`config.mk`:
```
export PLATFORM = sky130hd
export DESIGN_NAME = programControlUnit_flat
export DESIGN_NICKNAME = d
export VERILOG_FILES = /design/src/relayPkg.sv /design/src/relayBuses.sv /design/src/programControlUnit.sv /design/src/flat_wrapper.sv
export SDC_FILE = /design/constraint.sdc
export NUM_CORES = 1
export LEC_CHECK = 0
export ABC_AREA = 1
export BUFFER_PORTS_ARGS = -buffer_cell sky130_fd_sc_hd__buf_4
export CORE_AREA = 10 10 89 91
export CTS_CLUSTER_SIZE = 20
export DETAILED_ROUTE_END_ITERATION = 7
export DIE_AREA = 0 0 99 101
export GPL_ROUTABILITY_DRIVEN = 0
export PLACE_DENSITY = 0.66
export SYNTH_ARGS = -nofsm -noshare
export SYNTH_HDL_FRONTEND = slang
export SYNTH_SLANG_ARGS = --single-unit
```
`constraint.sdc`:
```
create_clock -name clock -period 1 [get_ports clock]
set_input_delay 0.05 -clock clock [delete_from_list [all_inputs] [get_ports clock]]
set_output_delay 0.05 -clock clock [all_outputs]
set_load 0.01 [all_outputs]
```
`src/relayPkg.sv`:
```
package relayPkg;

	// ******************************
	// memory geometry
	// ******************************
	localparam int memDepth = 1024; // bytes.
	localparam int memAddrBits = 10; // low address bits used by memory.

	localparam logic [7:0] haltCode = 8'hAE; // HALT opcode byte.

	// ******************************
	// instruction classes from decode
	// ******************************
	typedef enum logic [3:0]
	{
		opMov8,
		opSetab,
		opAlu,
		opLoad,
		opStore,
		opMov16,
		opIncXY,
		opGoto,
		opBranchZ,
		opBranchNZ,
		opBranchC,
		opHalt,
		opNop
	} opClassE;

	typedef enum logic [3:0]
	{
		sIdle,
		sFetch,
		sIncPc,
		sExec,
		sJ1Read,
		sJ1Inc,
		sJ2Read,
		sJ2Inc,
		sJump,
		sHalt
	} seqStateE;

	// order matches the 3-bit register fields of the opcodes.
	typedef enum logic [2:0] {regA, regB, regC, regD, regM1, regM2, regX, regY} regSelE;

	typedef enum logic [2:0] {dsNone, dsReg, dsMem, dsAlu, dsImm} dataSelE;

	typedef enum logic [1:0] {asPc, asM, asXY, asJ} addrSelE;

	typedef enum logic [2:0]
	{
		aluAdd, aluInc, aluAnd, aluOr, aluXor, aluNot, aluShl, aluClr
	} aluFuncE;

endpackage

```
`src/relayBuses.sv`:
```
interface busIf;

	logic [15:0] addressBus;
	logic [7:0] dataBus;
	logic [7:0] memData; // memory read value.
	logic [7:0] aluResult;
	logic [7:0] immData; // SETAB value, sign extended.
	logic [15:0] pcValue;
	logic [15:0] jValue; // J1:J2.
	logic [15:0] mValue; // M1:M2.

	modport regPort (output addressBus, dataBus, mValue,
		input memData, aluResult, immData, pcValue, jValue);
	modport memPort (output memData, input addressBus, dataBus);
	modport aluPort (output aluResult);
	modport pcPort (output pcValue, jValue, immData, input addressBus, dataBus);
	modport seqPort (input pcValue);

endinterface

interface ctrlIf;

	logic [7:0] regLoad; // one-hot, indexed by regSelE.
	relayPkg::regSelE regSrc;
	relayPkg::dataSelE dataSel;
	relayPkg::addrSelE addrSel;
	relayPkg::aluFuncE aluFunc;
	logic ldInst, ldPc, ldInc, ldJ1, ldJ2;
	logic ldXY, incXY, ldCond;
	logic memRead, memWrite, halt;
	logic [7:0] instruction;
	logic zero, sign, carry; // condition register.

	modport seqPort (output regLoad, regSrc, dataSel, addrSel, aluFunc, ldInst, ldPc, ldInc,
		ldJ1, ldJ2, ldXY, incXY, ldCond, memRead, memWrite, halt,
		input instruction, zero, sign, carry);
	modport regPort (input regLoad, regSrc, dataSel, addrSel, ldXY, incXY);
	modport aluPort (input aluFunc, ldCond, output zero, sign, carry);
	modport pcPort (input ldInst, ldPc, ldInc, ldJ1, ldJ2, addrSel, output instruction);
	modport memPort (input memWrite);

endinterface

```
`src/programControlUnit.sv`:
```
module programControlUnit
(
	input logic clock,
	input logic rstN,
	input logic loadMem,
	busIf.pcPort bus,
	ctrlIf.pcPort ctrl
);

	logic [15:0] pc;
	logic [15:0] incReg; // incrementer output latch.
	logic [7:0] j1, j2;
	logic [7:0] instReg;

	assign bus.pcValue = pc;
	assign bus.jValue = {j1, j2};
	assign ctrl.instruction = instReg;
	assign bus.immData = {{3{instReg[4]}}, instReg[4:0]}; // SETAB field.

	// ******************************
	// program counter
	// ******************************
	always_ff @(posedge clock or negedge rstN)
	begin
		if (!rstN)
			pc <= 16'h0000;
		else if (loadMem)
			pc <= 16'h0000;
		else if (ctrl.ldPc)
			pc <= (ctrl.addrSel == relayPkg::asJ) ? bus.jValue : incReg; // jump or step.
	end

	always_ff @(posedge clock or negedge rstN)
	begin
		if (!rstN)
			instReg <= 8'h00;
		else if (ctrl.ldInst)
			instReg <= bus.dataBus;
	end

	always_ff @(posedge clock)
	begin
		if (ctrl.ldInc)
			incReg <= bus.addressBus + 16'd1;
		if (ctrl.ldJ1)
			j1 <= bus.dataBus; // target high byte.
		if (ctrl.ldJ2)
			j2 <= bus.dataBus;
	end

endmodule

```
`src/flat_wrapper.sv`:
```
// flat-port wrapper written by rule: the top's interface ports become plain ports
module programControlUnit_flat 
  (clock, rstN, loadMem, bus_pcValue, bus_jValue, bus_immData, bus_addressBus, bus_dataBus, ctrl_ldInst, ctrl_ldPc, ctrl_ldInc, ctrl_ldJ1, ctrl_ldJ2, ctrl_addrSel, ctrl_instruction);
  busIf bus_i ();
  ctrlIf ctrl_i ();
  input logic clock;
  input logic rstN;
  input logic loadMem;
  output wire logic [$bits(bus_i.pcValue)-1:0] bus_pcValue;
  output wire logic [$bits(bus_i.jValue)-1:0] bus_jValue;
  output wire logic [$bits(bus_i.immData)-1:0] bus_immData;
  input wire logic [$bits(bus_i.addressBus)-1:0] bus_addressBus;
  input wire logic [$bits(bus_i.dataBus)-1:0] bus_dataBus;
  input wire logic [$bits(ctrl_i.ldInst)-1:0] ctrl_ldInst;
  input wire logic [$bits(ctrl_i.ldPc)-1:0] ctrl_ldPc;
  input wire logic [$bits(ctrl_i.ldInc)-1:0] ctrl_ldInc;
  input wire logic [$bits(ctrl_i.ldJ1)-1:0] ctrl_ldJ1;
  input wire logic [$bits(ctrl_i.ldJ2)-1:0] ctrl_ldJ2;
  input wire logic [$bits(ctrl_i.addrSel)-1:0] ctrl_addrSel;
  output wire logic [$bits(ctrl_i.instruction)-1:0] ctrl_instruction;
  assign bus_pcValue = bus_i.pcValue;
  assign bus_jValue = bus_i.jValue;
  assign bus_immData = bus_i.immData;
  assign bus_i.addressBus = bus_addressBus;
  assign bus_i.dataBus = bus_dataBus;
  assign ctrl_i.ldInst = ctrl_ldInst;
  assign ctrl_i.ldPc = ctrl_ldPc;
  assign ctrl_i.ldInc = ctrl_ldInc;
  assign ctrl_i.ldJ1 = ctrl_ldJ1;
  assign ctrl_i.ldJ2 = ctrl_ldJ2;
  assign ctrl_i.addrSel = ctrl_addrSel;
  assign ctrl_instruction = ctrl_i.instruction;
  programControlUnit u_core (.clock(clock), .rstN(rstN), .loadMem(loadMem), .bus(bus_i), .ctrl(ctrl_i));
endmodule
```
==> impl_metrics.ini <==
[worst_setup_path]
cp.required_ps = 950
r2r-end = u_core.bus.pcValue[9]
r2r_cells = 2
slowest_stage = edfxtp_1
r2r_start = u_core.j1[1]
crit_family = flip-flops
slowest_delay_ps = 430
end_kind = output port
crit_path_max_fanout = 2
crit_chain = buf_4
r2r_setup_slack_ps = 100
start_kind = flop
arrival_ps = 910
crit_buf_inv = 1
critPathKind = reg2out

[drt]
vias = 1872
drt-initial-drc-count = 63
ant_nets = 0
drc = 0
viasPerCell = 4.80
drt-total-wl_mm = 6.34
drt_first_pass_iters = 4
wire_per_inst_um = 16.2

[die]
core_region_area_um2 = 6200
io_pins = 82
die_y_um = 101
start_util_pct = 39.6
dieArea_um2 = 10000
fp.dieW_um = 99
num_rows = 29

[synth]
synth_warnings = 0
ys_types = 23
syn-cell-area_um2 = 2450
ys_seq_elements = 56
synth_cells = 219
syn-mean-instance-area_um2 = 11.2
synth-edff-count = 32
synth_flop_cell = edfxtp_1
syn-num-nets = 254
ys_seq_area_share_pct = 63.6
async_flop_share_pct = 42.9

[cts]
clock_path_buffers = 2
clk_pin_slew_ps = 90
ctsRootBufferMaster = clkbuf_8
htreeDepth = 2
cts_sinks = 56
clock_latency_ps = 300
cts_tree = yes
cts_buffers = 5

[global_route]
grt_max_degree = 25
grt_pass1_wl_mm = 10.0
gr-total-overflow = 0
met2_usage_pct = 20.2
busiest_layer = met2
use_met1_pct = 15.5
track_usage_pct = 12.6
antenna_found_initial = 0
grtUsageMet3_pct = 3.91
grt_pass1_vias = 1866

[placed_design]
dp_hpwl_mm = 4.96
port_buffers = 81

[timing]
whs_ps = 30.3
setup_violations = 0
post-route-period-util_pct = 95.8
final-max-slew-violation-count = 0
skew_ps = 5.44
max_freq_ghz = 1.04
fin_crit_ps = 958
timing_hold_violations_final = 0
relSlewSlack_pct = 78.2
worst_pin_slew_ps = 327
setup_tns_ps = 0
rsz0062_at_grt = false

[final_layout]
drive_above_1_share_pct = 39.3
final_common_cell = buf_4
diodes = 0
syn2layout_area_growth_pct = 35.3
fin_nets = 347
mostFrequentLayoutCells = buf_4 (90), edfxtp_1 (32), nand2_1 (26)

[worst_hold_path]
hold_depth = 3
hp-class = in2reg
worstHoldEndpoint = u_core.incReg[14]
hold_start = bus_addressBus[14]

[power_and_ir_drop]
powerDensity_nw_per_um2 = 1440
peakVddDrop_uv = 804
p_total_mw = 4.78
p_leak_nw = 1.47

[run]
maxCapViolCount = 0

[outcome]
status = completed
power by group:
part / internal, mW / switching (mW) / total (mW)
logic: 0.435 / 0.423 / 0.859
registers: 2.65 / 0.107 / 2.76
clock network: 0.477 / 0.684 / 1.16
cell type report:
type,count,area (um2)
fill,565,2880
sequential,56,1560
timing repair buffer,100,786
multi-input combinational,137,749
tap,77,96.3
clock buffer,5,68.8
inverter,12,45.0
clock inverter,3,13.8
layer usage:
| layer | wire, um | vias to the layer above |
|---|---|---|
| met5 | 0 | - |
| met2 | 3140 | 58 |
| met3 | 376 | 5 |
| met1 | 2720 | 880 |
| met4 | 94 | 0 |
| li1 | - | 929 |
metrics by stage:
stage          setup WS (ps)  utilization (%)  instances  cell area (um2)
2_1_floorplan            105                -        219             2450
3_3_place_gp           -6.57             50.6        372             3140
3_5_place_dp           -43.9             50.6        372             3140
4_1_cts                 15.6             53.4        389             3310
5_1_grt                 3.78             53.5        390             3320
6_report                41.8             53.5        390             3320
cell families (layout without fill, tap and decap cells):
family          after synthesis  in the layout  synth area share (%)
fa+ha+maj                     1              1                 0.510
xor+xnor                      7              7                  2.50
buf+inv                      26            120                  5.86
mux                           8              8                  3.67
simple gates                 86             86                  16.7
flops                        56             56                  63.6
compound gates               35             35                  7.14
what timing repair did:
item | in CTS | in global routing
hold buffers | 9 | 0
endpoints found under the setup margin | 0 | 6
gates resized for setup | 0 | 1
setup buffers | 0 | 1
hold endpoints to repair | 46 | 0
synth_stat cells, types with 5 or more instances:
cell      instances  share of area [%]
nand2_1          26                4.0
nand3_1          20                4.1
dfrtp_1          24                 24
o21ai_0          21                4.3
buf_4             9                2.8
o21ai_1          14                2.9
nand2_2           5                1.3
edfxtp_1         32                 39
mux2_2            8                3.7
inv_1             9                1.4
nor2_1           23                3.5
state kept, by name, indices dropped and copies added (netlist names):
| signal | cells |
|---|---|
| u_core.ctrl.instruction | 8 |
| u_core.j1 | 8 |
| u_core.bus.pcValue | 16 |
| u_core.j2 | 8 |
| u_core.incReg | 16 |
how the worst max path moves through the flow:
stage                 startpoint                end  slack (ps)  depth (start not counted)
2_1_floorplan  bus_addressBus[0]  u_core.incReg[14]         100                          6
3_3_place_gp   bus_addressBus[0]  u_core.incReg[10]          -7                          8
3_5_place_dp   bus_addressBus[0]  u_core.incReg[10]         -40                          8
4_1_cts             u_core.j1[3]     bus_jValue[11]          20                          1
5_1_grt             u_core.j1[5]     bus_jValue[13]           4                          1
6_report            u_core.j2[5]      bus_jValue[5]          40                          1
No activity file was read; power rests on OpenSTA's default activity.
