$ cat src/relayPkg.sv
package relayPkg;

	// ******************************
	// memory geometry
	// ******************************
	localparam int memDepth = 1024; // bytes.
	localparam int memAddrBits = 10; // low address bits used by memory.

	localparam logic [7:0] haltCode = 8'hAE; // HALT opcode byte.

	// ******************************
	// instruction classes from decode
	// ******************************
	typedef enum logic [3:0]
	{
		opMov8,
		opSetab,
		opAlu,
		opLoad,
		opStore,
		opMov16,
		opIncXY,
		opGoto,
		opBranchZ,
		opBranchNZ,
		opBranchC,
		opHalt,
		opNop
	} opClassE;

	typedef enum logic [3:0]
	{
		sIdle,
		sFetch,
		sIncPc,
		sExec,
		sJ1Read,
		sJ1Inc,
		sJ2Read,
		sJ2Inc,
		sJump,
		sHalt
	} seqStateE;

	// order matches the 3-bit register fields of the opcodes.
	typedef enum logic [2:0] {regA, regB, regC, regD, regM1, regM2, regX, regY} regSelE;

	typedef enum logic [2:0] {dsNone, dsReg, dsMem, dsAlu, dsImm} dataSelE;

	typedef enum logic [1:0] {asPc, asM, asXY, asJ} addrSelE;

	typedef enum logic [2:0]
	{
		aluAdd, aluInc, aluAnd, aluOr, aluXor, aluNot, aluShl, aluClr
	} aluFuncE;

endpackage

$ cat src/relayBuses.sv
interface busIf;

	logic [15:0] addressBus;
	logic [7:0] dataBus;
	logic [7:0] memData; // memory read value.
	logic [7:0] aluResult;
	logic [7:0] immData; // SETAB value, sign extended.
	logic [15:0] pcValue;
	logic [15:0] jValue; // J1:J2.
	logic [15:0] mValue; // M1:M2.

	modport regPort (output addressBus, dataBus, mValue,
		input memData, aluResult, immData, pcValue, jValue);
	modport memPort (output memData, input addressBus, dataBus);
	modport aluPort (output aluResult);
	modport pcPort (output pcValue, jValue, immData, input addressBus, dataBus);
	modport seqPort (input pcValue);

endinterface

interface ctrlIf;

	logic [7:0] regLoad; // one-hot, indexed by regSelE.
	relayPkg::regSelE regSrc;
	relayPkg::dataSelE dataSel;
	relayPkg::addrSelE addrSel;
	relayPkg::aluFuncE aluFunc;
	logic ldInst, ldPc, ldInc, ldJ1, ldJ2;
	logic ldXY, incXY, ldCond;
	logic memRead, memWrite, halt;
	logic [7:0] instruction;
	logic zero, sign, carry; // condition register.

	modport seqPort (output regLoad, regSrc, dataSel, addrSel, aluFunc, ldInst, ldPc, ldInc,
		ldJ1, ldJ2, ldXY, incXY, ldCond, memRead, memWrite, halt,
		input instruction, zero, sign, carry);
	modport regPort (input regLoad, regSrc, dataSel, addrSel, ldXY, incXY);
	modport aluPort (input aluFunc, ldCond, output zero, sign, carry);
	modport pcPort (input ldInst, ldPc, ldInc, ldJ1, ldJ2, addrSel, output instruction);
	modport memPort (input memWrite);

endinterface

$ cat src/alu.sv
module alu
(
	input logic clock,
	input logic rstN,
	busIf.aluPort bus,
	ctrlIf.aluPort ctrl,
	input logic [7:0] b,
	input logic [7:0] c
);

	logic [7:0] result;
	logic carryOut;

	always_comb
	begin
		carryOut = 1'b0; // only add and inc carry.
		case (ctrl.aluFunc)
			relayPkg::aluAdd: {carryOut, result} = {1'b0, b} + {1'b0, c};
			relayPkg::aluInc: {carryOut, result} = {1'b0, b} + 9'd1;
			relayPkg::aluAnd: result = b & c;
			relayPkg::aluOr: result = b | c;
			relayPkg::aluXor: result = b ^ c;
			relayPkg::aluNot: result = ~b;
			relayPkg::aluShl: result = {b[6:0], b[7]}; // rotate left.
			default: result = 8'h00;
		endcase
	end

	assign bus.aluResult = result;

	// condition register.
	always_ff @(posedge clock or negedge rstN)
	begin
		if (!rstN)
		begin
			ctrl.zero <= 1'b0;
			ctrl.sign <= 1'b0;
			ctrl.carry <= 1'b0;
		end
		else if (ctrl.ldCond)
		begin
			ctrl.zero <= (result == 8'h00);
			ctrl.sign <= result[7];
			ctrl.carry <= carryOut;
		end
	end

endmodule

$ cat src/flat_wrapper.sv
// flat-port wrapper written by rule: the top's interface ports become plain ports
module alu_flat 
  (clock, rstN, b, c, bus_aluResult, ctrl_aluFunc, ctrl_ldCond, ctrl_zero, ctrl_sign, ctrl_carry);
  busIf bus_i ();
  ctrlIf ctrl_i ();
  input logic clock;
  input logic rstN;
  input logic [7:0] b;
  input logic [7:0] c;
  output wire logic [$bits(bus_i.aluResult)-1:0] bus_aluResult;
  input wire logic [$bits(ctrl_i.aluFunc)-1:0] ctrl_aluFunc;
  input wire logic [$bits(ctrl_i.ldCond)-1:0] ctrl_ldCond;
  output wire logic [$bits(ctrl_i.zero)-1:0] ctrl_zero;
  output wire logic [$bits(ctrl_i.sign)-1:0] ctrl_sign;
  output wire logic [$bits(ctrl_i.carry)-1:0] ctrl_carry;
  assign bus_aluResult = bus_i.aluResult;
  assign ctrl_i.aluFunc = ctrl_aluFunc;
  assign ctrl_i.ldCond = ctrl_ldCond;
  assign ctrl_zero = ctrl_i.zero;
  assign ctrl_sign = ctrl_i.sign;
  assign ctrl_carry = ctrl_i.carry;
  alu u_core (.clock(clock), .rstN(rstN), .bus(bus_i), .ctrl(ctrl_i), .b(b), .c(c));
endmodule
$ cat config.mk
export PLATFORM = sky130hd
export DESIGN_NAME = alu_flat
export DESIGN_NICKNAME = d
export VERILOG_FILES = /design/src/relayPkg.sv /design/src/relayBuses.sv /design/src/alu.sv /design/src/flat_wrapper.sv
export SDC_FILE = /design/constraint.sdc
export NUM_CORES = 1
export LEC_CHECK = 0
export BUFFER_PORTS_ARGS = -buffer_cell sky130_fd_sc_hd__clkbuf_2
export CORE_MARGIN = 2
export CORE_UTILIZATION = 40
export CTS_BUF_LIST = sky130_fd_sc_hd__clkbuf_16
export DETAILED_ROUTE_END_ITERATION = 8
export PLACE_DENSITY_LB_ADDON = 0.15
export SETUP_SLACK_MARGIN = 0.2
export SLEW_MARGIN = 20
export SYNTH_ARGS = -nofsm -noshare
export SYNTH_HDL_FRONTEND = slang
export SYNTH_SLANG_ARGS = --single-unit
$ cat constraint.sdc
create_clock -name clock -period 2.4 [get_ports clock]
set_input_delay 0.12 -clock clock [delete_from_list [all_inputs] [get_ports clock]]
set_output_delay 0.12 -clock clock [all_outputs]
set_load 0.02 [all_outputs]
==> flow_metrics.env <==
export IMPL_ios=33
export IMPL_htree_num_levels=1
export IMPL_synth_fp_nets=214
export IMPL_fin_util_pct=52.5
export IMPL_register_area_um2=75.1
export IMPL_synth_seq_cells=3
export IMPL_power_switching_uw=241
export IMPL_wl_per_cell_um=15.3
export IMPL_worst_r2r_setup_slack_ps=1630
export IMPL_outcome="completed"
export IMPL_synth_edf_count=0
export IMPL_synth_area_mm2=0.00128
export IMPL_period_share_pct=88.8
export IMPL_setup_viol=0
export IMPL_clkSinkCount=3
export IMPL_place_area_mm2=0.00147
export IMPL_yosysWarnings=0
export IMPL_grtUsageMet3_pct=2.56
export IMPL_grt_max_degree=27
export IMPL_cts_tree="done"
export IMPL_arrival_ps=2010
export IMPL_power_frac_seq_pct=9.0
export IMPL_ys_flop_type="dfrtp_1"
export IMPL_setup_ws_ps=268
export IMPL_synth_seq_area_share_pct=5.84
export IMPL_combinationalPowerShare_pct=50.0
export IMPL_crit_path_start="b[4]"
export IMPL_antenna_found_initial=0
export IMPL_tightest_slew_ps=536
export IMPL_powerDensity_mw_per_mm2=401
export IMPL_sw_frac_of_total_pct=37.6
export IMPL_fmaxAchievable_ghz=0.469
export IMPL_crit_type="primary input to output pin"
export IMPL_endpoint="bus_aluResult[7]"
export IMPL_worstRegToRegCells=2
export IMPL_hold_viol=0
export IMPL_startpoint_type="primary input"
export IMPL_drtAntennaViolNets=0
export IMPL_cp_end_kind="output pin"
export IMPL_cts_buffer_depth=2
export IMPL_layout_drive_gt1_share_pct=26.0
export IMPL_multi_input_area_mm2=0.00110
export IMPL_busiest_layer="met2"
export IMPL_drtIter0Drc=106
export IMPL_initial_core_util_pct=42.1
export IMPL_min_period_ps=2130
export IMPL_power_internal_uw=401
export IMPL_fill_cells=309
export IMPL_finish_instance_area_mm2=0.00160
export IMPL_fp_row_count=20
export IMPL_grt_usage_pct=22.6
export IMPL_whs_ps=176
export IMPL_met2_usage_pct=37.2
export IMPL_postSynthCellCount=174
export IMPL_slew_violations=0
export IMPL_max_slew_margin_pct=64.3
export IMPL_r2r_start="u_core.ctrl.zero$_DFFE_PN0P_"
export IMPL_routed_wl_um=3850
export IMPL_grt_use_met1_pct=32.6
export IMPL_io_buffer_count=32
export IMPL_die_area_mm2=0.00368
export IMPL_irDropWorstVdd_uv=180
export IMPL_cts_buffers=3
export IMPL_total_power_uw=642
export IMPL_dr_total_vias=1465
export IMPL_coreArea_mm2=0.00305
export IMPL_p_leak_nw=0.745
export IMPL_nets=249
export IMPL_clkLatencyLatePin_ps=230
export IMPL_dp_slack_ps=-121
export IMPL_r2r_end="u_core.ctrl.zero$_DFFE_PN0P_"
export IMPL_grt_pass1_wl_um=6380
export IMPL_antenna_cells=0
export IMPL_clkPwrFrac_pct=41.0
export IMPL_overflow=0
export IMPL_dieHeight_um=60.7
export IMPL_area_delta_synth_final_pct=24.6
export IMPL_first_global_vias=1331
export IMPL_routabilityCongestion=0.867
export IMPL_ys_types=60
export IMPL_maxCapViolCount=0
export IMPL_grt_setup_unrepaired="false"
export IMPL_via_per_inst=5.81
export IMPL_path_max_fanout=7
export IMPL_clkTransAtPathRegs_ps=30
export IMPL_dp_hpwl_um=2890
export IMPL_async_flop_share_pct=100
export IMPL_die_w_um=60.7
export IMPL_route_detailed_drc=0
export IMPL_finClkSkew_ps=0
export IMPL_syn_mean_instance_area_um2=7.38
export IMPL_root_buffer="clkbuf_16"
export IMPL_first_pass_iters=5
export IMPL_hold_class="primary input to register"
export IMPL_required_ps=2280
-- layout make-up --
| cell class | count | area share, % |
|---|---|---|
| multi-input cells | 141 | 68.7 |
| repair buffers | 38 | 13.1 |
| inverters | 22 | 5.16 |
| flip-flops and latches | 3 | 4.69 |
| clock buffers | 3 | 4.69 |
| well taps | 44 | 3.44 |
| clock inverters | 1 | 0.234 |
-- metal layers --
layer	share of wire [%]	up-vias
li1	-	721
met2	46	70
met5	0	-
met4	1.0	0
met3	6.9	5
met1	46	669
-- cell families (layout without fill, tap and decap cells) --
family                     after synthesis  after routing  share of synthesized area [%]
AOI/OAI and AO/OA                       55             55                           30.8
xor gates and xnor gates                 6              6                           4.09
adders and majority gates               18             18                           18.1
buffers and inverters                   30             64                           10.6
DFF                                      3              3                           5.84
muxes                                    7              7                           5.55
and+or+nand+nor                         55             55                           25.0
-- placed cells by master, fill, tap and decap left out, types with 2 or more instances in the layout --
cell type,count
nand2b_1,3
o21a_1,2
or3_1,2
xnor2_1,6
ha_1,15
o32ai_1,2
nor2_1,7
buf_4,5
o21ai_1,2
o31ai_1,3
clkbuf_2,30
o211ai_1,4
nand3_1,5
mux2i_1,6
inv_1,22
nand2_1,7
o21bai_1,2
a211oi_1,2
nor2b_2,2
dfrtp_1,3
o22ai_1,4
clkbuf_16,3
a21oi_1,11
o21ai_0,4
nor4_1,3
a31oi_1,3
nor2b_1,4
nor3_1,6
nand3b_1,3
nor3b_1,2
-- state kept, by name, indices dropped and copies added (netlist names) --
| register | flops |
|---|---|
| u_core.ctrl.carry | 1 |
| u_core.ctrl.zero | 1 |
| u_core.ctrl.sign | 1 |
-- worst max-delay path, cell delays in order --
cell,delay (ps)
clkbuf_2,190
inv_1,90
ha_1,410
a21oi_1,210
o22ai_1,120
or4_1,400
nand3_1,90
nor2b_2,190
inv_1,50
clkbuf_2,150
-- synthesized netlist by cell type (3+ instances only) --
master,count,area (um2)
inv_1,21,78.8
ha_1,17,213
a21oi_1,11,55.1
nand2_1,7,26.3
nor2_1,7,26.3
mux2i_1,6,60.1
nor2b_1,6,37.5
nor3_1,6,30.0
xnor2_1,6,52.6
nand3_1,5,25.0
buf_2,4,20.0
o211ai_1,4,30.0
o21ai_0,4,20.0
o22ai_1,4,25.0
a31oi_1,3,18.8
dfrtp_1,3,75.1
nand2b_1,3,18.8
nand3b_1,3,22.5
nor4_1,3,18.8
o31ai_1,3,22.5
-- how the worst min path moves through the flow --
stage / start / end / slack (ps) / cells past startpoint
final: ctrl_ldCond / u_core.ctrl.sign$_DFFE_PN0P_ / 180 / 2
after global routing: ctrl_ldCond / u_core.ctrl.sign$_DFFE_PN0P_ / 190 / 2
after floorplan: rstN / u_core.ctrl.carry$_DFFE_PN0P_ / -180 / 0
after detailed placement: rstN / u_core.ctrl.sign$_DFFE_PN0P_ / -80 / 1
after CTS: ctrl_ldCond / u_core.ctrl.sign$_DFFE_PN0P_ / 170 / 2
after global placement: rstN / u_core.ctrl.carry$_DFFE_PN0P_ / -80 / 1
-- per-stage QoR --
stage / TNS [ps] / instances
floorplan: 0 / 174
global placement: -75.4 / 245
detailed placement: -121 / 245
CTS: 0 / 252
global route: 0 / 252
finish: 0 / 252
-- power groups by stage --
stage	clock [mW]	combinational [mW]	sequential, mW
floorplan	0	0.209	0.0632
global placement	0	0.302	0.0578
detailed placement	0	0.305	0.0580
CTS	0.268	0.314	0.0578
global route	0.277	0.355	0.0581
finish	0.263	0.321	0.0578
-- repair_timing --
action | 4_1_cts | 5_1_grt
hold buffers | 1 | 0
pin swaps | 2 | 0
buffers inserted | 2 | 0
resized for setup | 3 | 7
setup endpoints to repair | 4 | 4
hold endpoints to repair | 3 | 0
Note: power is estimated with default switching activity, not from simulation.
