<file path="config.mk">
export PLATFORM = sky130hd
export DESIGN_NAME = registerUnit_flat
export DESIGN_NICKNAME = d
export VERILOG_FILES = /design/src/relayPkg.sv /design/src/relayBuses.sv /design/src/registerUnit.sv /design/src/flat_wrapper.sv
export SDC_FILE = /design/constraint.sdc
export NUM_CORES = 1
export LEC_CHECK = 0
export BUFFER_PORTS_ARGS = -buffer_cell sky130_fd_sc_hd__buf_2
export CELL_PAD_IN_SITES_DETAIL_PLACEMENT = 0
export CELL_PAD_IN_SITES_GLOBAL_PLACEMENT = 1
export CORE_ASPECT_RATIO = 0.6
export CORE_MARGIN = 2
export CORE_UTILIZATION = 40
export CTS_CLUSTER_DIAMETER = 60
export DETAILED_ROUTE_END_ITERATION = 10
export GPL_ROUTABILITY_DRIVEN = 0
export MAX_ROUTING_LAYER = met4
export PLACE_DENSITY_LB_ADDON = 0.1
export SLEW_MARGIN = 20
export SYNTH_ARGS = -nofsm -noshare
export SYNTH_HDL_FRONTEND = slang
export SYNTH_SLANG_ARGS = --single-unit
</file>
<file path="constraint.sdc">
create_clock -name clock -period 2.55 [get_ports clock]
set_clock_uncertainty 0.15 [all_clocks]
set_input_delay 0.3825 -clock clock [delete_from_list [all_inputs] [get_ports clock]]
set_output_delay 0.3825 -clock clock [all_outputs]
set_load 0.02 [all_outputs]
</file>
<file path="src/relayPkg.sv">
package relayPkg;

	// ******************************
	// memory geometry
	// ******************************
	localparam int memDepth = 1024; // bytes.
	localparam int memAddrBits = 10; // low address bits used by memory.

	localparam logic [7:0] haltCode = 8'hAE; // HALT opcode byte.

	// ******************************
	// instruction classes from decode
	// ******************************
	typedef enum logic [3:0]
	{
		opMov8,
		opSetab,
		opAlu,
		opLoad,
		opStore,
		opMov16,
		opIncXY,
		opGoto,
		opBranchZ,
		opBranchNZ,
		opBranchC,
		opHalt,
		opNop
	} opClassE;

	typedef enum logic [3:0]
	{
		sIdle,
		sFetch,
		sIncPc,
		sExec,
		sJ1Read,
		sJ1Inc,
		sJ2Read,
		sJ2Inc,
		sJump,
		sHalt
	} seqStateE;

	// order matches the 3-bit register fields of the opcodes.
	typedef enum logic [2:0] {regA, regB, regC, regD, regM1, regM2, regX, regY} regSelE;

	typedef enum logic [2:0] {dsNone, dsReg, dsMem, dsAlu, dsImm} dataSelE;

	typedef enum logic [1:0] {asPc, asM, asXY, asJ} addrSelE;

	typedef enum logic [2:0]
	{
		aluAdd, aluInc, aluAnd, aluOr, aluXor, aluNot, aluShl, aluClr
	} aluFuncE;

endpackage

</file>
<file path="src/relayBuses.sv">
interface busIf;

	logic [15:0] addressBus;
	logic [7:0] dataBus;
	logic [7:0] memData; // memory read value.
	logic [7:0] aluResult;
	logic [7:0] immData; // SETAB value, sign extended.
	logic [15:0] pcValue;
	logic [15:0] jValue; // J1:J2.
	logic [15:0] mValue; // M1:M2.

	modport regPort (output addressBus, dataBus, mValue,
		input memData, aluResult, immData, pcValue, jValue);
	modport memPort (output memData, input addressBus, dataBus);
	modport aluPort (output aluResult);
	modport pcPort (output pcValue, jValue, immData, input addressBus, dataBus);
	modport seqPort (input pcValue);

endinterface

interface ctrlIf;

	logic [7:0] regLoad; // one-hot, indexed by regSelE.
	relayPkg::regSelE regSrc;
	relayPkg::dataSelE dataSel;
	relayPkg::addrSelE addrSel;
	relayPkg::aluFuncE aluFunc;
	logic ldInst, ldPc, ldInc, ldJ1, ldJ2;
	logic ldXY, incXY, ldCond;
	logic memRead, memWrite, halt;
	logic [7:0] instruction;
	logic zero, sign, carry; // condition register.

	modport seqPort (output regLoad, regSrc, dataSel, addrSel, aluFunc, ldInst, ldPc, ldInc,
		ldJ1, ldJ2, ldXY, incXY, ldCond, memRead, memWrite, halt,
		input instruction, zero, sign, carry);
	modport regPort (input regLoad, regSrc, dataSel, addrSel, ldXY, incXY);
	modport aluPort (input aluFunc, ldCond, output zero, sign, carry);
	modport pcPort (input ldInst, ldPc, ldInc, ldJ1, ldJ2, addrSel, output instruction);
	modport memPort (input memWrite);

endinterface

</file>
<file path="src/registerUnit.sv">
module registerUnit
(
	input logic clock,
	input logic rstN,
	busIf.regPort bus,
	ctrlIf.regPort ctrl
);

	logic [7:0][7:0] regFile; // A..Y, indexed by regSelE.
	logic [15:0] xyValue;

	assign xyValue = {regFile[relayPkg::regX], regFile[relayPkg::regY]};
	assign bus.mValue = {regFile[relayPkg::regM1], regFile[relayPkg::regM2]};

	// ******************************
	// bus sources
	// ******************************
	always_comb
	begin
		case (ctrl.dataSel)
			relayPkg::dsReg: bus.dataBus = regFile[ctrl.regSrc];
			relayPkg::dsMem: bus.dataBus = bus.memData;
			relayPkg::dsAlu: bus.dataBus = bus.aluResult;
			relayPkg::dsImm: bus.dataBus = bus.immData;
			default: bus.dataBus = 8'h00; // bus idle.
		endcase
	end

	always_comb
	begin
		case (ctrl.addrSel)
			relayPkg::asM: bus.addressBus = bus.mValue;
			relayPkg::asXY: bus.addressBus = xyValue;
			relayPkg::asJ: bus.addressBus = bus.jValue;
			default: bus.addressBus = bus.pcValue;
		endcase
	end

	// ******************************
	// register file
	// ******************************
	always_ff @(posedge clock or negedge rstN)
	begin
		if (!rstN)
			regFile <= '0;
		else
		begin
			for (int i = 0; i < 8; i++)
			begin
				if (ctrl.regLoad[i])
					regFile[i] <= bus.dataBus;
			end
			// 16-bit moves into X:Y.
			if (ctrl.ldXY)
				{regFile[relayPkg::regX], regFile[relayPkg::regY]} <= bus.mValue;
			else if (ctrl.incXY)
				{regFile[relayPkg::regX], regFile[relayPkg::regY]} <= xyValue + 16'd1;
		end
	end

endmodule

</file>
<file path="src/flat_wrapper.sv">
// flat-port wrapper written by rule: the top's interface ports become plain ports
module registerUnit_flat 
  (clock, rstN, bus_addressBus, bus_dataBus, bus_mValue, bus_memData, bus_aluResult, bus_immData, bus_pcValue, bus_jValue, ctrl_regLoad, ctrl_regSrc, ctrl_dataSel, ctrl_addrSel, ctrl_ldXY, ctrl_incXY);
  busIf bus_i ();
  ctrlIf ctrl_i ();
  input logic clock;
  input logic rstN;
  output wire logic [$bits(bus_i.addressBus)-1:0] bus_addressBus;
  output wire logic [$bits(bus_i.dataBus)-1:0] bus_dataBus;
  output wire logic [$bits(bus_i.mValue)-1:0] bus_mValue;
  input wire logic [$bits(bus_i.memData)-1:0] bus_memData;
  input wire logic [$bits(bus_i.aluResult)-1:0] bus_aluResult;
  input wire logic [$bits(bus_i.immData)-1:0] bus_immData;
  input wire logic [$bits(bus_i.pcValue)-1:0] bus_pcValue;
  input wire logic [$bits(bus_i.jValue)-1:0] bus_jValue;
  input wire logic [$bits(ctrl_i.regLoad)-1:0] ctrl_regLoad;
  input wire logic [$bits(ctrl_i.regSrc)-1:0] ctrl_regSrc;
  input wire logic [$bits(ctrl_i.dataSel)-1:0] ctrl_dataSel;
  input wire logic [$bits(ctrl_i.addrSel)-1:0] ctrl_addrSel;
  input wire logic [$bits(ctrl_i.ldXY)-1:0] ctrl_ldXY;
  input wire logic [$bits(ctrl_i.incXY)-1:0] ctrl_incXY;
  assign bus_addressBus = bus_i.addressBus;
  assign bus_dataBus = bus_i.dataBus;
  assign bus_mValue = bus_i.mValue;
  assign bus_i.memData = bus_memData;
  assign bus_i.aluResult = bus_aluResult;
  assign bus_i.immData = bus_immData;
  assign bus_i.pcValue = bus_pcValue;
  assign bus_i.jValue = bus_jValue;
  assign ctrl_i.regLoad = ctrl_regLoad;
  assign ctrl_i.regSrc = ctrl_regSrc;
  assign ctrl_i.dataSel = ctrl_dataSel;
  assign ctrl_i.addrSel = ctrl_addrSel;
  assign ctrl_i.ldXY = ctrl_ldXY;
  assign ctrl_i.incXY = ctrl_incXY;
  registerUnit u_core (.clock(clock), .rstN(rstN), .bus(bus_i), .ctrl(ctrl_i));
endmodule
</file>
==> impl_metrics.json, run 1 <==
{
  "post-dp-hpwl_um": 11500,
  "crit_arrival_ns": 2.02,
  "layout_min_cycle_time_ns": 2.55,
  "synth_nets": 482,
  "clk_pin_slew_worst_paths_ns": 0.06,
  "start_util": 0.417,
  "area_growth_pct": 31.2,
  "min_path_cells": 2,
  "rsz0062_at_grt": "yes",
  "port_buffers": 115,
  "synth_area_leader_cell": "dfrtp_1",
  "hp-class": "in2reg",
  "synth_mux_area_frac": 0.225,
  "synth-simple-area-share": 0.127,
  "drt_iter0_drc": 438,
  "die_area_um2": 11300,
  "ctsHtreeMaxLevel": 3,
  "synth.top_cell.area_share": 0.383,
  "grt_max_degree": 42,
  "synth_top_family_by_area": "multiplexers",
  "cts_tree": "done",
  "powerDensity_nw_per_um2": 645,
  "post_drt_wl_per_cell_um": 21.3,
  "crit_start": "u_core.regFile[60]",
  "worst_slack_ns": -0.00255,
  "reg2reg_depth": 7,
  "cts.sinks": 64,
  "drive_above_1_share": 0.438,
  "cts_buffers": 9,
  "seq_area_frac_synth": 0.383,
  "total_power_uw": 3540,
  "synthCells": 405,
  "criticalPathCategory": "reg2out",
  "nets": 621,
  "path_max_fanout": 3,
  "hold_viol": 0,
  "vias": 3915,
  "timing.rr.start": "u_core.regFile[60]",
  "maxSlewViolCount": 0,
  "setup_violations": 1,
  "drtPass1Iterations": 5,
  "synth_edf_count": 0,
  "drtAntennaViolNets": 0,
  "violations": "negative setup slack",
  "synth_compound_area_frac": 0.172,
  "grt_use_total": 0.270,
  "synth-xor-area-share": 0.0168,
  "maxCapViolCount": 0,
  "rows": 28,
  "synth_area_leaders": "dfrtp_1 38%, mux4_2 15%, a21oi_1 6.7%",
  "synth-seq-cells": 64,
  "drcViolationCount": 0,
  "irDropWorstVdd_mv": 0.360,
  "synth.cell_area_um2": 4180,
  "tns_ns": -0.00255,
  "cp-end-kind": "output pin",
  "syn_avg_cell_area_um2": 10.3,
  "clockBufferDepth": 2,
  "leakagePower_uw": 0.00253,
  "gr-total-overflow": 0,
  "die_h_um": 83.2,
  "synth.most_common_cell": "nor2_1",
  "rr_endpoint": "u_core.regFile[60]",
  "max_freq_ghz": 0.392,
  "slew_headroom": 0.353,
  "cp.required_ns": 2.02,
  "antenna_found_initial": 0,
  "drt-total-wl_um": 14600,
  "finalCritPeriodShare": 1.00,
  "min_from": "ctrl_regLoad[6]",
  "diodes": 0,
  "coreArea_um2": 10000,
  "timing.hold.ws_ns": 0.228,
  "synth_fa_ha_area_frac": 0.00300,
  "synthFlopType": "dfrtp_1",
  "worst_pin_slew_ns": 0.963,
  "grt_pass1_vias": 3719,
  "pin_count": 116,
  "clk_latency_ns": 0.33,
  "startpoint_type": "register",
  "holdPathEnd": "u_core.regFile[48]",
  "vias_per_cell": 5.73,
  "yosys_warnings": 0,
  "async_flop_share": 1.00,
  "synth.top_cells.by_count": "65 x nor2_1, 64 x dfrtp_1, 56 x a21oi_1, 27 x mux4_2, 17 x clkbuf_1",
  "synth_cell_types": 54,
  "regToRegSetupSlack_ns": 0.16,
  "die_w_um": 136,
  "root_buffer": "clkbuf_16",
  "grt_pass1_wl_um": 21900,
  "nFillCells": 945,
  "outcome": "finished with violations"
}
[flip-flops by register name, indices dropped and copies added, names as in the netlist]
name               cells
u_core.regFile        48
u_core.bus.mValue     16
[placed cells by master (no fill, tap or decap), types with 9 or more instances in the layout]
cell	count
clkbuf_16	9
mux4_2	27
inv_1	14
nor2_1	65
nand3_1	9
a21oi_1	56
dfrtp_1	58
mux2i_1	12
buf_2	111
nand2_1	10
buf_4	59
[layout make-up]
class                      count  area [um^2]  share of cell area
clock buffer                  11          243              0.0443
clock inverter                 4         45.0             0.00822
inverter                      14         52.6             0.00959
multi-input combinational    279         2280               0.416
sequential                    64         1610               0.294
tap                          135          169              0.0308
timing repair buffer         176         1080               0.197
[worst max-delay path, stage by stage (launching register included)]
cell	delay, ns
dfrtp_1	0.42
mux4_2	0.48
mux2_4	0.28
a221oi_4	0.29
inv_1	0.08
buf_6	0.14
[where the power goes]
group	internal (uW)	total (uW)	switching, uW	leakage [uW]
sequential	1150	1270	124	0.000760
clock	772	1210	436	0.000145
combinational	496	1060	562	0.00163
total	2410	3540	1120	0.00253
[through the flow]
step                      instances  instance area (um^2)  utilization  setup WS [ns]
after floorplan                 405                  4180            -         0.0534
after global placement          658                  5080        0.507        -0.0183
after detailed placement        658                  5080        0.507        -0.0767
after CTS                       678                  5410        0.540       -0.00718
after global routing            683                  5480        0.547        -0.0720
final                           683                  5480        0.547       -0.00255
[layer usage]
| metal | global-route usage | routed length, um | vias to the layer above |
|---|---|---|---|
| met1 | 0.424 | 7180 | 1937 |
| met4 | 0.0568 | 170 | 0 |
| met2 | 0.351 | 5850 | 195 |
| met5 | - | 0 | - |
| met3 | 0.0604 | 1390 | 17 |
| li1 | - | - | 1766 |
[worst max path at each step]
stage,endpoint,slack (ns),cells after the start
finish,bus_dataBus[4],-0.003,5
global route,bus_dataBus[6],-0.07,5
CTS,bus_dataBus[6],-0.007,5
detailed placement,u_core.regFile[58],-0.08,6
global placement,bus_dataBus[6],-0.02,6
floorplan,bus_dataBus[6],0.05,6
[logic make-up (layout without fill, tap and decap cells)]
logic type / Yosys count / after routing
buf+inv: 62 / 205
simple gates: 115 / 115
xor+xnor: 8 / 8
mux: 52 / 52
fa+ha+maj: 1 / 1
compound gates: 103 / 103
flops: 64 / 64
[repair_timing]
action | CTS | global route
endpoints found under the setup margin | 6 | 8
resized for setup | 4 | 12
setup buffers | 4 | 5
hold buffers | 1 | 0
pin swaps | 1 | 3
hold endpoints to repair | 23 | 0
(Power assumes the default switching activity.)
==> run 2, diff against run 1 <==
--- a/config.mk
+++ b/config.mk
@@ -9,13 +9,13 @@
 export CELL_PAD_IN_SITES_DETAIL_PLACEMENT = 0
 export CELL_PAD_IN_SITES_GLOBAL_PLACEMENT = 1
 export CORE_ASPECT_RATIO = 0.6
-export CORE_MARGIN = 2
 export CORE_UTILIZATION = 40
 export CTS_CLUSTER_DIAMETER = 60
 export DETAILED_ROUTE_END_ITERATION = 10
 export GPL_ROUTABILITY_DRIVEN = 0
 export MAX_ROUTING_LAYER = met4
 export PLACE_DENSITY_LB_ADDON = 0.1
+export SKIP_LAST_GASP = 1
 export SLEW_MARGIN = 20
 export SYNTH_ARGS = -nofsm -noshare
 export SYNTH_HDL_FRONTEND = slang
==> run 2 against run 1 <==
The flow still finishes with violations (negative setup slack); non-clock buffer count increased by 9; sequential share of layout area decreased by 0.75 points; worst setup slack got worse by 0.0098 ns; largest power group is now clock.
==> impl_metrics.json, run 2 (synthesis results as in run 1) <==
{
  "nets": 630,
  "nFillCells": 919,
  "crit_arrival_ns": 2.03,
  "tns_ns": -0.0124,
  "final_area_um2": 5610,
  "cts_buffers": 9,
  "cts.sinks": 64,
  "final_cell_mix": "110 x buf_2, 70 x buf_4, 65 x nor2_1, 61 x dfrtp_1, 55 x a21oi_1",
  "hp-class": "in2reg",
  "regMostFlops": "u_core.regFile",
  "port_buffers": 115,
  "die_h_um": 81.2,
  "die_w_um": 134,
  "grt_use_total": 0.298,
  "root_buffer": "clkbuf_16",
  "max_freq_ghz": 0.390,
  "drt_iter0_drc": 337,
  "criticalPathCategory": "reg2out",
  "start_util": 0.418,
  "antenna_found_initial": 0,
  "dpl_cell_area_um2": 5110,
  "pin_count": 116,
  "outcome": "finished with violations",
  "grt_pass1_vias": 3744,
  "clk_latency_ns": 0.34,
  "die_area_um2": 10900,
  "clk_pin_slew_worst_paths_ns": 0.06,
  "min_path_cells": 2,
  "final_common_cell": "buf_2",
  "vias": 4064,
  "finalCritPeriodShare": 1.00,
  "slowest_stage": "mux4_2",
  "path_max_fanout": 2,
  "reg2reg_depth": 7,
  "worst_slack_ns": -0.0124,
  "ctsHtreeMaxLevel": 3,
  "drtAntennaViolNets": 0,
  "vias_per_cell": 5.86,
  "cts_tree": "done",
  "powerDensity_nw_per_um2": 694,
  "layout_min_cycle_time_ns": 2.56,
  "cp.required_ns": 2.02,
  "diodes": 0,
  "setup_violations": 1,
  "worst_pin_slew_ns": 1.01,
  "internal_power_uw": 2710,
  "largest_reg_flops": 48,
  "slew_headroom": 0.324,
  "placed_cells": 666,
  "seqPwrFrac": 0.321,
  "drcViolationCount": 0,
  "cp-end-kind": "output pin",
  "rows": 28,
  "pwr-share-comb": 0.285,
  "hold_viol": 0,
  "drtPass1Iterations": 5,
  "drive_above_1_share": 0.448,
  "maxSlewViolCount": 0,
  "violations": "negative setup slack",
  "drt-total-wl_um": 15100,
  "grt_pass1_wl_um": 22400,
  "maxCapViolCount": 0,
  "stdcell_count": 693,
  "clockBufferDepth": 2,
  "p_sw_frac": 0.304,
  "total_power_uw": 3890,
  "grt_max_degree": 25,
  "gr-total-overflow": 0,
  "p_clk_frac": 0.394,
  "leakagePower_uw": 0.00259,
  "max_stage_delay_ns": 0.47,
  "coreArea_um2": 9980,
  "startpoint_type": "register",
  "post_drt_wl_per_cell_um": 21.8,
  "p_sw_uw": 1180,
  "area_growth_pct": 34.4,
  "cp_cell_sequence": "mux4_2 > mux2_4 > a221oi_4 > inv_1 > buf_6",
  "irDropWorstVdd_mv": 0.384,
  "rsz0062_at_grt": "yes",
  "post-dp-hpwl_um": 11600
}
run 2: final timing paths:
| check | slack (ns) | from | endpoint |
|---|---|---|---|
| setup reg to reg | 0.17 | u_core.regFile[52] | u_core.regFile[60] |
| setup / recovery | -0.01 | u_core.regFile[30] | bus_dataBus[6] |
| max in group asynchronous | 1.07 | rstN | u_core.regFile[63] |
| min in group asynchronous | 0.40 | rstN | u_core.regFile[51] |
| hold / removal | 0.22 | ctrl_regLoad[6] | u_core.regFile[48] |
| hold reg to reg | 0.37 | u_core.regFile[17] | u_core.regFile[17] |
run 2: area by class of cell:
type	instances	area [um^2]	share of cell area
Timing Repair Buffer	185	1130	0.202
Tap cell	135	169	0.0301
Sequential cell	64	1610	0.286
Clock inverter	7	144	0.0256
Clock buffer	9	225	0.0401
Inverter	14	52.6	0.00936
Multi-Input combinational cell	279	2280	0.407
run 2: worst max-delay path, delay by kind of cell, from the launching register on:
| family | cells | cell delay, ns |
|---|---|---|
| mux | 2 | 0.76 |
| flops | 1 | 0.38 |
| buf+inv | 2 | 0.24 |
| compound gates | 1 | 0.30 |
run 2: per-stage QoR:
stage,setup WS [ns],hold slack (ns),utilization
final,-0.0124,0.220,0.562
after global routing,-0.0784,0.220,0.562
after CTS,-0.0188,0.201,0.556
after detailed placement,-0.103,0.234,0.512
after global placement,-0.0346,0.231,0.512
after floorplan,0.0534,-0.0631,-
run 2: repair_timing:
item	in CTS	in global routing
hold endpoints to repair	20	0
endpoints found under the setup margin	5	6
resized for setup	9	8
setup buffers	6	4
pin swaps	3	3
hold buffers	1	0
run 2: layer usage:
layer	vias to the layer above	global-route usage	share of wire
li1	1784	-	-
met1	2011	0.432	0.48
met2	245	0.390	0.40
met3	24	0.110	0.12
met4	0	0.0580	0.010
met5	-	-	0
run 2: power by group through the flow:
stage                     sequential, uW  combinational [uW]  clock, uW
final                               1250                1110       1530
after global routing                1260                1190       1590
after CTS                           1250                1080       1550
after floorplan                     1240                 632          0
after detailed placement            1270                1030          0
after global placement              1270                1020          0
